[src/source/busPkg.sv]
package busPkg;

  // processor data word
  typedef logic [15:0] wordT;

  // address as seen by the decoder
  typedef struct packed {
    logic [1:0]  region;
    logic [13:0] offset;
  } busFieldsT;

  typedef union packed {
    logic [15:0] raw;  // plain address word
    busFieldsT   f;    // region and offset
  } busAddrU;

  // one request per cycle, no handshake
  typedef struct packed {
    busAddrU addr;
    wordT    wdata;
    logic    we;
  } busReqT;

  // region 0 holds the register window followed by work RAM
  parameter logic [1:0] regionRam = 2'd0;

  // register window size, RAM starts right after it
  parameter int regWindow = 64;

endpackage

[src/source/gamePkg.sv]
package gamePkg;

  typedef logic [5:0] regIdxT;

  // register indices used by hardware
  parameter regIdxT frameSync   = 6'd36;
  parameter regIdxT pelletX     = 6'd37;
  parameter regIdxT pelletY     = 6'd38;
  parameter regIdxT pelletClear = 6'd39;
  parameter regIdxT playerRot   = 6'd49;
  parameter regIdxT pelletData  = 6'd51;

  // grid coordinate, 32 cells per axis
  typedef logic [4:0] cellT;

  typedef logic [1:0] dirT;

  parameter dirT dirUp    = 2'd0;
  parameter dirT dirLeft  = 2'd1;
  parameter dirT dirDown  = 2'd2;
  parameter dirT dirRight = 2'd3;

  // cell lookup driven from the register bank
  typedef struct packed {
    cellT x;
    cellT y;
    logic clear;
  } pelletReqT;

  // the four energizer cells sit on these rows and columns
  parameter cellT powerX0 = 5'd2;
  parameter cellT powerX1 = 5'd27;
  parameter cellT powerY0 = 5'd4;
  parameter cellT powerY1 = 5'd24;

endpackage

[src/source/busDecoder.sv]
module busDecoder (
  input  logic            clk,
  input  logic            rstN,
  input  busPkg::busReqT  cpuReq,
  output busPkg::wordT    cpuRdata,
  output logic            regWe,
  output gamePkg::regIdxT regIdx,
  output logic            ramWe,
  output logic [13:0]     ramOffset,
  output busPkg::wordT    wdata,
  input  busPkg::wordT    regRdata,
  input  busPkg::wordT    ramRdata
);

  logic inRegion;
  logic regSel;
  logic ramSel;

  assign inRegion = cpuReq.addr.f.region == busPkg::regionRam;
  assign regSel   = inRegion && cpuReq.addr.f.offset < 14'(busPkg::regWindow);
  assign ramSel   = inRegion && !regSel;

  // address fans out unqualified, only the strobes are gated
  assign regIdx    = cpuReq.addr.raw[5:0];
  assign ramOffset = cpuReq.addr.f.offset;
  assign wdata     = cpuReq.wdata;

  assign regWe = cpuReq.we && regSel;
  assign ramWe = cpuReq.we && ramSel;

  // one cycle read latency for every address
  always_ff @(posedge clk or negedge rstN) begin
    if (!rstN) begin
      cpuRdata <= '0;
    end else if (regSel) begin
      cpuRdata <= regRdata;
    end else if (ramSel) begin
      cpuRdata <= ramRdata;
    end else begin
      cpuRdata <= '0;  // unmapped
    end
  end

endmodule

[config.mk]
export PLATFORM = sky130hd
export DESIGN_NAME = busDecoder
export DESIGN_NICKNAME = d
export VERILOG_FILES = /design/src/source/busPkg.sv /design/src/source/gamePkg.sv /design/src/source/busDecoder.sv
export SDC_FILE = /design/constraint.sdc
export NUM_CORES = 1
export LEC_CHECK = 0
export BUFFER_PORTS_ARGS = -buffer_cell sky130_fd_sc_hd__buf_4
export CAP_MARGIN = 20
export CORE_MARGIN = 10
export CORE_UTILIZATION = 37
export CTS_CLUSTER_DIAMETER = 60
export DETAILED_ROUTE_END_ITERATION = 6
export GPL_ROUTABILITY_DRIVEN = 0
export PLACE_DENSITY = 0.88
export SETUP_SLACK_MARGIN = 0.5
export SKIP_LAST_GASP = 1
export SYNTH_ARGS = -nofsm -noshare
export SYNTH_HDL_FRONTEND = slang
export SYNTH_SLANG_ARGS = --single-unit
export TNS_END_PERCENT = 50
[constraint.sdc]
create_clock -name clk -period 2.9 [get_ports clk]
set_input_delay 0.145 -clock clk [delete_from_list [all_inputs] [get_ports clk]]
set_output_delay 0.145 -clock clk [all_outputs]
set_load 0.005 [all_outputs]
-- Word-level counts from Yosys, hierarchy flattened
Cells that the tools add are included.
- input port bits: 67
- bits in registers: 16
- multiplexer cells: 2
- magnitude comparators: 1
- reductions and logical operators: 6
- operators with widths (kind ; count):
    $mux W16 ; 2
    $lt A14 B7 Y1 const B ; 1
    $logic_and A1 B1 Y1 ; 4
    $logic_not A2 Y1 ; 1
    $logic_not A1 Y1 ; 1

-- Longest topological paths before layout
Gate-level depths: netlist of the first run.
- word-level depth: 6
- depth in mapped cells: 5
- mapped depth without buffers: 3

-- Worst setup path before layout of the first run
OpenSTA, ideal clock, no wires.
- kind: input to output
- start point: in cpuReq[28] in the netlist's numbering
- end point: out regWe
- path buffers: 2
- data arrival time: 1.117 ns
- cell stages on the path: 4
- data required time: 2.755 ns
- slack: 1.638 ns
- cells stage by stage: or4_1 -> buf_2 -> buf_4 -> nor3_2
- longest elaborated chain between the ends: 3
- ends and longest elaborated chain (element ; line ; RTL):
    from (decl) ; busDecoder.sv:4 ; input busPkg::busReqT cpuReq,
    $lt A14 B7 Y1 ; busDecoder.sv:20 ; assign regSel = inRegion && cpuReq.addr.f.offset < 14'(busPkg::regWindow);
    $logic_and A1 B1 Y1 ; busDecoder.sv:20 ;
    $logic_and A1 B1 Y1 ; busDecoder.sv:28 ; assign regWe = cpuReq.we && regSel;
    to (decl) ; busDecoder.sv:6 ; output logic regWe,
Every way passes these cells.

-- Worst setup path in the final report of the first run
Ends and elaborated chain as after synthesis.

==> results.json, run 1 <==
{
  "outcome": "completed",
  "antenna_found_initial": 0,
  "hold_path_depth": 3,
  "relSlewSlack_pct": 44.4,
  "rows": 19,
  "min_period_over_period_pct": 55.5,
  "netlist_instances": 115,
  "num_vias": 919,
  "first_global_vias": 1056,
  "largest_reg_flops": 16,
  "fmax_mhz": 621,
  "cp_cell_sequence": "buf_4 > or4_1 > nor3_2 > buf_4",
  "cp_num_buf_inv": 2,
  "top_layer_used": "met4",
  "clkSinkCount": 16,
  "layout-drive-gt1-share_pct": 54.1,
  "drc": 0,
  "die_area_um2": 5510,
  "grt_pass1_wl_um": 5420,
  "synth.distinct_cells": 20,
  "port_buffers": 70,
  "dr_wl_met3_um": 766,
  "track_usage_pct": 12.5,
  "ant_nets": 0,
  "num-nets-final": 217,
  "cts_tree": "yes",
  "holdPathEnd": "cpuRdata[6]",
  "cts.clk_slew.worst_paths_ns": 0.08,
  "utilization_pct": 49.3,
  "initial_utilization_pct": 39.1,
  "synth_seq_cells": 16,
  "critPathCaptureType": "primary output",
  "fill_cells": 264,
  "core_um2": 2780,
  "ys_seq_area_share_pct": 36.8,
  "routed_wl_um": 3550,
  "max_slew.worst_pin.slew_ns": 0.828,
  "cellPowerDensity_nw_per_um2": 328,
  "dieHeight_um": 74.2,
  "maxSlewViolCount": 0,
  "slowest_delay_ns": 0.82,
  "hold_viol": 0,
  "stdcell_count": 179,
  "final.min_clock_period_ns": 1.61,
  "min_from": "ramRdata[6]",
  "rsz0062_at_grt": "false",
  "drtPass1Iterations": 4,
  "syn_area_per_cell_um2": 9.47,
  "yosys.area.top_type": "dfrtp_1",
  "antennaDiodeCount": 0,
  "peakVddDrop_uv": 186,
  "crit_fanout": 17,
  "synth_area_leaders": "dfrtp_1 (37%), buf_4 (26%), nand3_1 (7.4%)",
  "crit_required_ns": 2.76,
  "area_delta_synth_final_pct": 26.0,
  "start_kind": "input port",
  "critical_path.top_delay_family": "simple AND/OR/NAND/NOR gates",
  "yosys_warnings": 0,
  "cp-startpoint": "cpuReq[28]",
  "crit_arrival_ns": 1.47,
  "critPathSlowestCell": "or4_1",
  "syn_nets": 182,
  "overflow": 0,
  "grt_start_max_net_pins": 18,
  "cts_buffers": 3,
  "reg_top3": "cpuRdata: 16 flops",
  "drt_iter0_drc": 25,
  "cpMostUsedCell": "buf_4",
  "yosysTopAreaCellShare_pct": 36.8,
  "synthesis.area_um2": 1090,
  "htree_levels": 1,
  "max_cap_viol_count": 0,
  "wl_met1_um": 1060,
  "wl_per_cell_um": 19.8,
  "postCtsSetupRepairBufs": 0,
  "cts-root-buf": "clkbuf_4",
  "via_per_inst": 5.13,
  "hp-class": "input port to register",
  "dr_wl_met2_um": 1650,
  "die_w_um": 74.2,
  "setup_viol": 0,
  "cts_buffer_depth": 2,
  "setup-tns-final_ns": 0,
  "critPathKind": "input port to primary output",
  "regMostFlops": "cpuRdata",
  "ios": 121,
  "place_inst": 175,
  "leakage_nw": 0.654
}
-- through the flow --
stage	cell area [um2]	hold slack [ns]	power, mW	setup WS (ns)
finish	1370	0.118	0.450	1.29
global route	1370	0.117	0.476	1.15
CTS	1370	0.110	0.459	1.28
detailed placement	1340	0.0129	0.348	1.26
global placement	1340	0.00877	0.345	1.31
floorplan	1090	-0.151	0.305	1.64
-- cell families (layout without fill, tap and decap cells) --
group                  count (synthesis)  after routing  share of synthesized area [%]
DFF                                   16             16                           36.8
and+or+nand+nor                       23             23                           13.8
buffers and inverters                 43             76                           30.2
AOI/OAI and AO/OA                     33             33                           19.2
-- synthesized netlist by cell type --
master     n
buf_6      2
nor4_2     1
a21boi_0   7
or4_1      1
buf_2      2
nand2_1    1
a21oi_1    1
dfrtp_1   16
o21ai_1    8
o21ai_0    7
buf_8      1
nor4_4     1
a21boi_1   9
or4_4      1
nand3_1   16
buf_4     37
nor2_1     1
clkbuf_1   1
nor3_2     1
o21ai_2    1
-- area by class of cell --
type	count	area, um2	share of cell area, %
clock buffers	3	22.5	1.64
multi-input cells	56	359	26.2
well taps	31	38.8	2.83
flip-flops and latches	16	400	29.2
repair buffers	73	551	40.1
-- where the power goes --
part	internal [mW]	leakage (nW)	total (mW)	switching, mW
sequential	0.231	0.215	0.234	0.00247
combinational	0.0673	0.424	0.109	0.0413
clock	0.0480	0.0138	0.108	0.0597
total	0.347	0.654	0.450	0.103
-- cell usage in the layout (no fill, tap or decap) --
cell / instances
dlygate4sd3_1: 1
nor3_2: 1
a21oi_1: 1
nor2_1: 1
buf_4: 72
dfrtp_1: 16
nor4_2: 1
nand3_1: 16
a21boi_0: 7
nand2_1: 1
o21ai_0: 7
a21boi_1: 9
clkbuf_4: 3
or4_4: 1
o21ai_1: 8
nor4_4: 1
or4_1: 1
o21ai_2: 1
-- worst max path at each step --
| stage | to | slack [ns] | depth (start not counted) |
|---|---|---|---|
| final | regWe | 1.29 | 4 |
| after global routing | ramWe | 1.15 | 4 |
| after CTS | regWe | 1.28 | 4 |
| after detailed placement | cpuRdata[3] | 1.26 | 4 |
| after global placement | regWe | 1.31 | 4 |
| after floorplan | regWe | 1.64 | 4 |
-- repair_timing --
| item | CTS | global route |
|---|---|---|
| endpoints found under the hold margin | 16 | 0 |
| hold buffers | 1 | 0 |
| gates resized for setup | 0 | 0 |
-- routing by layer --
layer  up-vias  track usage, %
met5         -               0
met1       411            11.1
li1        428               -
met2        69            20.9
met4         0            6.30
met3        11            8.78
Note: power is estimated with default switching activity, not from simulation.
==> run 2, diff against run 1 <==
--- a/config.mk
+++ b/config.mk
@@ -8,11 +8,11 @@
 export BUFFER_PORTS_ARGS = -buffer_cell sky130_fd_sc_hd__buf_4
 export CAP_MARGIN = 20
 export CORE_MARGIN = 10
-export CORE_UTILIZATION = 37
+export CORE_UTILIZATION = 34
 export CTS_CLUSTER_DIAMETER = 60
 export DETAILED_ROUTE_END_ITERATION = 6
 export GPL_ROUTABILITY_DRIVEN = 0
-export PLACE_DENSITY = 0.88
+export PLACE_DENSITY = 0.82
 export SETUP_SLACK_MARGIN = 0.5
 export SKIP_LAST_GASP = 1
 export SYNTH_ARGS = -nofsm -noshare
==> constraint.sdc (replaced) <==
create_clock -name clk -period 1.6 [get_ports clk]
set_input_delay 0.08 -clock clk [delete_from_list [all_inputs] [get_ports clk]]
set_output_delay 0.08 -clock clk [all_outputs]
set_load 0.005 [all_outputs]
==> run 2 against run 1 <==
Compared with the run above:
- die area rose by 6.4%
- critical endpoint unchanged
- critical path depth did not move
- non-clock buffer count rose by 5
- global-route usage fell by 1.1 points
- via count rose by 2.9%
- core utilization fell by 1.3 points
- sequential share of layout area fell by 1.9 points
- final cell count rose by 11%
- worst setup slack got worse by 0.82 ns
- power rose by 98%
- combinational power rose by 94%
- largest cell class unchanged
==> results.json, run 2 (synthesis results as in run 1) <==
{
  "ios": 121,
  "drtPass1Iterations": 4,
  "dp_hpwl_um": 2800,
  "cts_tree": "yes",
  "cp-startpoint": "cpuReq[24]",
  "max_cap_viol_count": 0,
  "crit_arrival_ns": 1.05,
  "wl_per_cell_um": 17.5,
  "fill_cells": 295,
  "switching_share_pct": 22.5,
  "final_common_cell": "buf_4",
  "port_buffers": 70,
  "routed_wl_um": 3460,
  "antenna_found_initial": 0,
  "min_period_over_period_pct": 70.8,
  "area_delta_synth_final_pct": 34.6,
  "hp-class": "input port to register",
  "critPathKind": "input port to primary output",
  "crit_fanout": 3,
  "grt_pass1_wl_um": 5470,
  "stdcell_area_um2": 1470,
  "peakVddDrop_uv": 203,
  "die_area_um2": 5860,
  "die_w_um": 76.6,
  "max_slew.worst_pin.slew_ns": 0.425,
  "rows": 20,
  "hold_viol": 0,
  "leakage_nw": 0.694,
  "layout-drive-gt1-share_pct": 56.5,
  "layout_common_cells": "buf_4 (71), nand3_1 (16), dfrtp_1 (16)",
  "switchingPower_mw": 0.200,
  "maxSlewViolCount": 0,
  "comb_power_share_pct": 23.7,
  "htree_levels": 1,
  "critPathCaptureType": "primary output",
  "crit_required_ns": 1.52,
  "core_um2": 3050,
  "initial_utilization_pct": 35.7,
  "track_usage_pct": 11.4,
  "setup_viol": 0,
  "place_inst": 189,
  "largest_reg_flops": 16,
  "first_global_vias": 1062,
  "drc": 0,
  "overflow": 0,
  "relSlewSlack_pct": 71.6,
  "cts.clk_slew.worst_paths_ns": 0.09,
  "stdcell_count": 198,
  "dpl_cell_area_um2": 1370,
  "cts_buffer_depth": 2,
  "outcome": "completed",
  "fmax_mhz": 883,
  "num-nets-final": 222,
  "cellPowerDensity_nw_per_um2": 607,
  "via_per_inst": 4.78,
  "num_vias": 946,
  "regMostFlops": "cpuRdata",
  "setup-tns-final_ns": 0,
  "final.min_clock_period_ns": 1.13,
  "grt_start_max_net_pins": 18,
  "cts_buffers": 3,
  "ant_nets": 0,
  "start_kind": "input port",
  "reg_top3": "cpuRdata: 16 flops",
  "min_from": "ramRdata[6]",
  "rsz0062_at_grt": "true",
  "power_frac_clock_pct": 28.6,
  "drt_iter0_drc": 46,
  "antennaDiodeCount": 0,
  "p_int_mw": 0.689,
  "cts-root-buf": "clkbuf_4",
  "pwr-share-seq_pct": 47.7,
  "clkSinkCount": 16,
  "dieHeight_um": 76.6,
  "hold_path_depth": 3
}
==> run 2: path summary, 6_finish.rpt <==
path / slack [ns] / endpoint
max in group asynchronous: 1.24 / cpuRdata[11]
max: 0.47 / regWe
min in group asynchronous: 0.19 / cpuRdata[14]
min: 0.05 / cpuRdata[6]
==> run 2: worst max-delay path: stages <==
cell    delay [ns]
buf_6         0.10
or4_4         0.56
nor3_2        0.18
buf_4         0.13
==> run 2: power groups by stage <==
stage | sequential [mW] | combinational, mW | clock [mW]
2_1_floorplan | 0.434 | 0.120 | 0
3_3_place_gp | 0.432 | 0.196 | 0
3_5_place_dp | 0.432 | 0.201 | 0
4_1_cts | 0.424 | 0.210 | 0.270
5_1_grt | 0.426 | 0.229 | 0.286
6_report | 0.424 | 0.211 | 0.254
==> run 2: repair_timing <==
item	4_1_cts	5_1_grt
hold buffers	1	0
cloned	0	0
hold endpoints to repair	16	0
pin swaps	3	3
resized for setup	2	5
setup buffers	4	0
endpoints found under the setup margin	1	6
==> run 2: cell type report <==
class	instances	area, um2	area share, %
Clock buffer	4	36.3	2.48
Multi-Input combinational cell	56	363	24.8
Sequential cell	16	400	27.3
Tap cell	44	55.1	3.76
Timing Repair Buffer	78	611	41.7
==> run 2: through the flow <==
step           power, mW  setup WS [ns]  util [%]  hold slack, ns
3_3_place_gp       0.627          0.326      44.8         -0.0556
2_1_floorplan      0.554          0.445         -          -0.216
3_5_place_dp       0.633          0.250      44.8         -0.0504
4_1_cts            0.904          0.444      47.5          0.0401
5_1_grt            0.941          0.439      48.0          0.0451
6_report           0.889          0.467      48.0          0.0499
==> run 2: routing by layer <==
metal  global-route usage, %  up-vias  routed length (um)
met4                    6.13        0                  56
li1                        -      441                   -
met3                    5.19        8                 400
met2                    18.4       71                1620
met5                       0        -                   0
met1                    12.2      426                1380
==> run 3, diff against run 2 <==
--- a/config.mk
+++ b/config.mk
@@ -8,11 +8,11 @@
 export BUFFER_PORTS_ARGS = -buffer_cell sky130_fd_sc_hd__buf_4
 export CAP_MARGIN = 20
 export CORE_MARGIN = 10
-export CORE_UTILIZATION = 34
+export CORE_UTILIZATION = 31
 export CTS_CLUSTER_DIAMETER = 60
 export DETAILED_ROUTE_END_ITERATION = 6
 export GPL_ROUTABILITY_DRIVEN = 0
-export PLACE_DENSITY = 0.82
+export PLACE_DENSITY = 0.79
 export SETUP_SLACK_MARGIN = 0.5
 export SKIP_LAST_GASP = 1
 export SYNTH_ARGS = -nofsm -noshare
==> constraint.sdc (replaced) <==
create_clock -name clk -period 1 [get_ports clk]
set_input_delay 0.05 -clock clk [delete_from_list [all_inputs] [get_ports clk]]
set_output_delay 0.05 -clock clk [all_outputs]
set_load 0.005 [all_outputs]
==> run 3 against run 2 <==
Compared with the run above:
- the run now ends with setup timing left
- power rose by 65%
- critical path depth unchanged
- sequential power is 60% higher
- die area increased by 7.1%
- global-route usage is 0.36 points lower
- worst setup slack worse by 0.51 ns
- via count rose by 5.6%
- sequential share of layout area shrank 2.1 points
- first-iteration DRC count is 4.3% lower
- core utilization fell by 0.82 points
- critical path type unchanged
- highest routed layer unchanged
==> results.json, run 3 (synthesis results as in run 1) <==
{
  "rows": 21,
  "utilization_pct": 47.2,
  "power_mw": 1.47,
  "ant_nets": 0,
  "grt_pass1_wl_um": 5440,
  "cts_buffer_depth": 2,
  "power_frac_clock_pct": 28.4,
  "min_from": "ramRdata[6]",
  "drc": 0,
  "wl_per_cell_um": 17.0,
  "via_per_inst": 4.76,
  "pwr-share-seq_pct": 46.1,
  "comb_power_share_pct": 25.5,
  "outcome": "finished, violations left",
  "cts_buffers": 3,
  "first_global_vias": 1077,
  "slowest_delay_ns": 0.55,
  "maxSlewViolCount": 0,
  "cp-startpoint": "cpuReq[28]",
  "antennaDiodeCount": 0,
  "regMostFlops": "cpuRdata",
  "cts.clk_slew.worst_paths_ns": 0.09,
  "cp_cell_sequence": "buf_6 > or4_4 > nor3_2 > buf_4",
  "crit_required_ns": 0.95,
  "area_delta_synth_final_pct": 45.7,
  "die_w_um": 79.3,
  "setup-tns-final_ns": -0.0627,
  "clkSinkCount": 16,
  "ios": 121,
  "timing.hold.ws_ns": 0.00814,
  "p_int_mw": 1.13,
  "hp-class": "input port to register",
  "reg_top3": "cpuRdata: 16 flops",
  "cts_tree": "yes",
  "layout_common_cells": "buf_4 (75), nand3_1 (16), dfrtp_1 (16)",
  "start_kind": "input port",
  "rsz0062_at_grt": "true",
  "max_slew.worst_pin.slew_ns": 0.259,
  "final.min_clock_period_ns": 1.04,
  "cellPowerDensity_nw_per_um2": 927,
  "drt_iter0_drc": 44,
  "track_usage_pct": 11.0,
  "critPathSlowestCell": "or4_4",
  "worst_slack_ns": -0.0418,
  "port_buffers": 70,
  "crit_arrival_ns": 0.99,
  "layout-drive-gt1-share_pct": 59.8,
  "critical_path.top_delay_family": "simple AND/OR/NAND/NOR gates",
  "setup_viol": 2,
  "cts-root-buf": "clkbuf_4",
  "die_area_um2": 6280,
  "cp_num_buf_inv": 2,
  "overflow": 0,
  "min_period_over_period_pct": 104,
  "drtPass1Iterations": 4,
  "core_um2": 3360,
  "relSlewSlack_pct": 82.6,
  "hold_buffers": 1,
  "final_common_cell": "buf_4",
  "leakage_nw": 0.753,
  "num_vias": 999,
  "switching_share_pct": 22.9,
  "switchingPower_mw": 0.337,
  "initial_utilization_pct": 32.4,
  "peakVddDrop_uv": 324,
  "max_cap_viol_count": 0,
  "htree_levels": 1,
  "largest_reg_flops": 16,
  "fmax_mhz": 960,
  "num-nets-final": 232,
  "antenna_found_initial": 0,
  "crit_fanout": 2,
  "violations": "setup timing",
  "critPathKind": "input port to primary output",
  "routed_wl_um": 3570,
  "grt_start_max_net_pins": 18,
  "hold_viol": 0,
  "critPathCaptureType": "primary output",
  "dieHeight_um": 79.3
}
==> run 3: final timing paths <==
| kind | endpoint | slack [ns] | cells past startpoint |
|---|---|---|---|
| min in group asynchronous | cpuRdata[13] | 0.16 | 2 |
| hold / removal | cpuRdata[6] | 0.008 | 3 |
| setup / recovery | regWe | -0.04 | 4 |
| max in group asynchronous | cpuRdata[6] | 0.66 | 2 |
==> run 3: final cells by class <==
cell class | instances | area [um2]
Sequential cell | 16 | 400
Tap cell | 46 | 57.6
Timing Repair Buffer | 88 | 717
Clock buffer | 4 | 36.3
Multi-Input combinational cell | 56 | 375
Fill cell | 331 | 1780
==> run 3: power by group through the flow <==
stage / combinational [mW] / sequential [mW] / clock, mW
detailed placement: 0.346 / 0.691 / 0
global route: 0.411 / 0.681 / 0.486
finish: 0.375 / 0.678 / 0.417
floorplan: 0.193 / 0.694 / 0
global placement: 0.343 / 0.690 / 0
CTS: 0.371 / 0.679 / 0.435
==> run 3: metal layers <==
metal	GRT usage, %	wire length, um	vias to the layer above
met4	8.78	153	0
met2	17.5	1650	70
met3	4.62	504	23
li1	-	-	460
met1	11.2	1260	446
met5	0	0	-
==> run 3: what timing repair did <==
item                       CTS  global route
pin swaps                    5             2
hold endpoints to repair    18             1
setup buffers                6             0
setup endpoints to repair   34            34
resized for setup            9             6
==> run 3: per-stage QoR <==
stage	area, um2	setup WS (ns)	instances
floorplan	1100	-0.125	115
global placement	1440	-0.228	199
detailed placement	1440	-0.271	199
CTS	1570	-0.0499	210
global route	1590	-0.0660	210
finish	1590	-0.0418	210
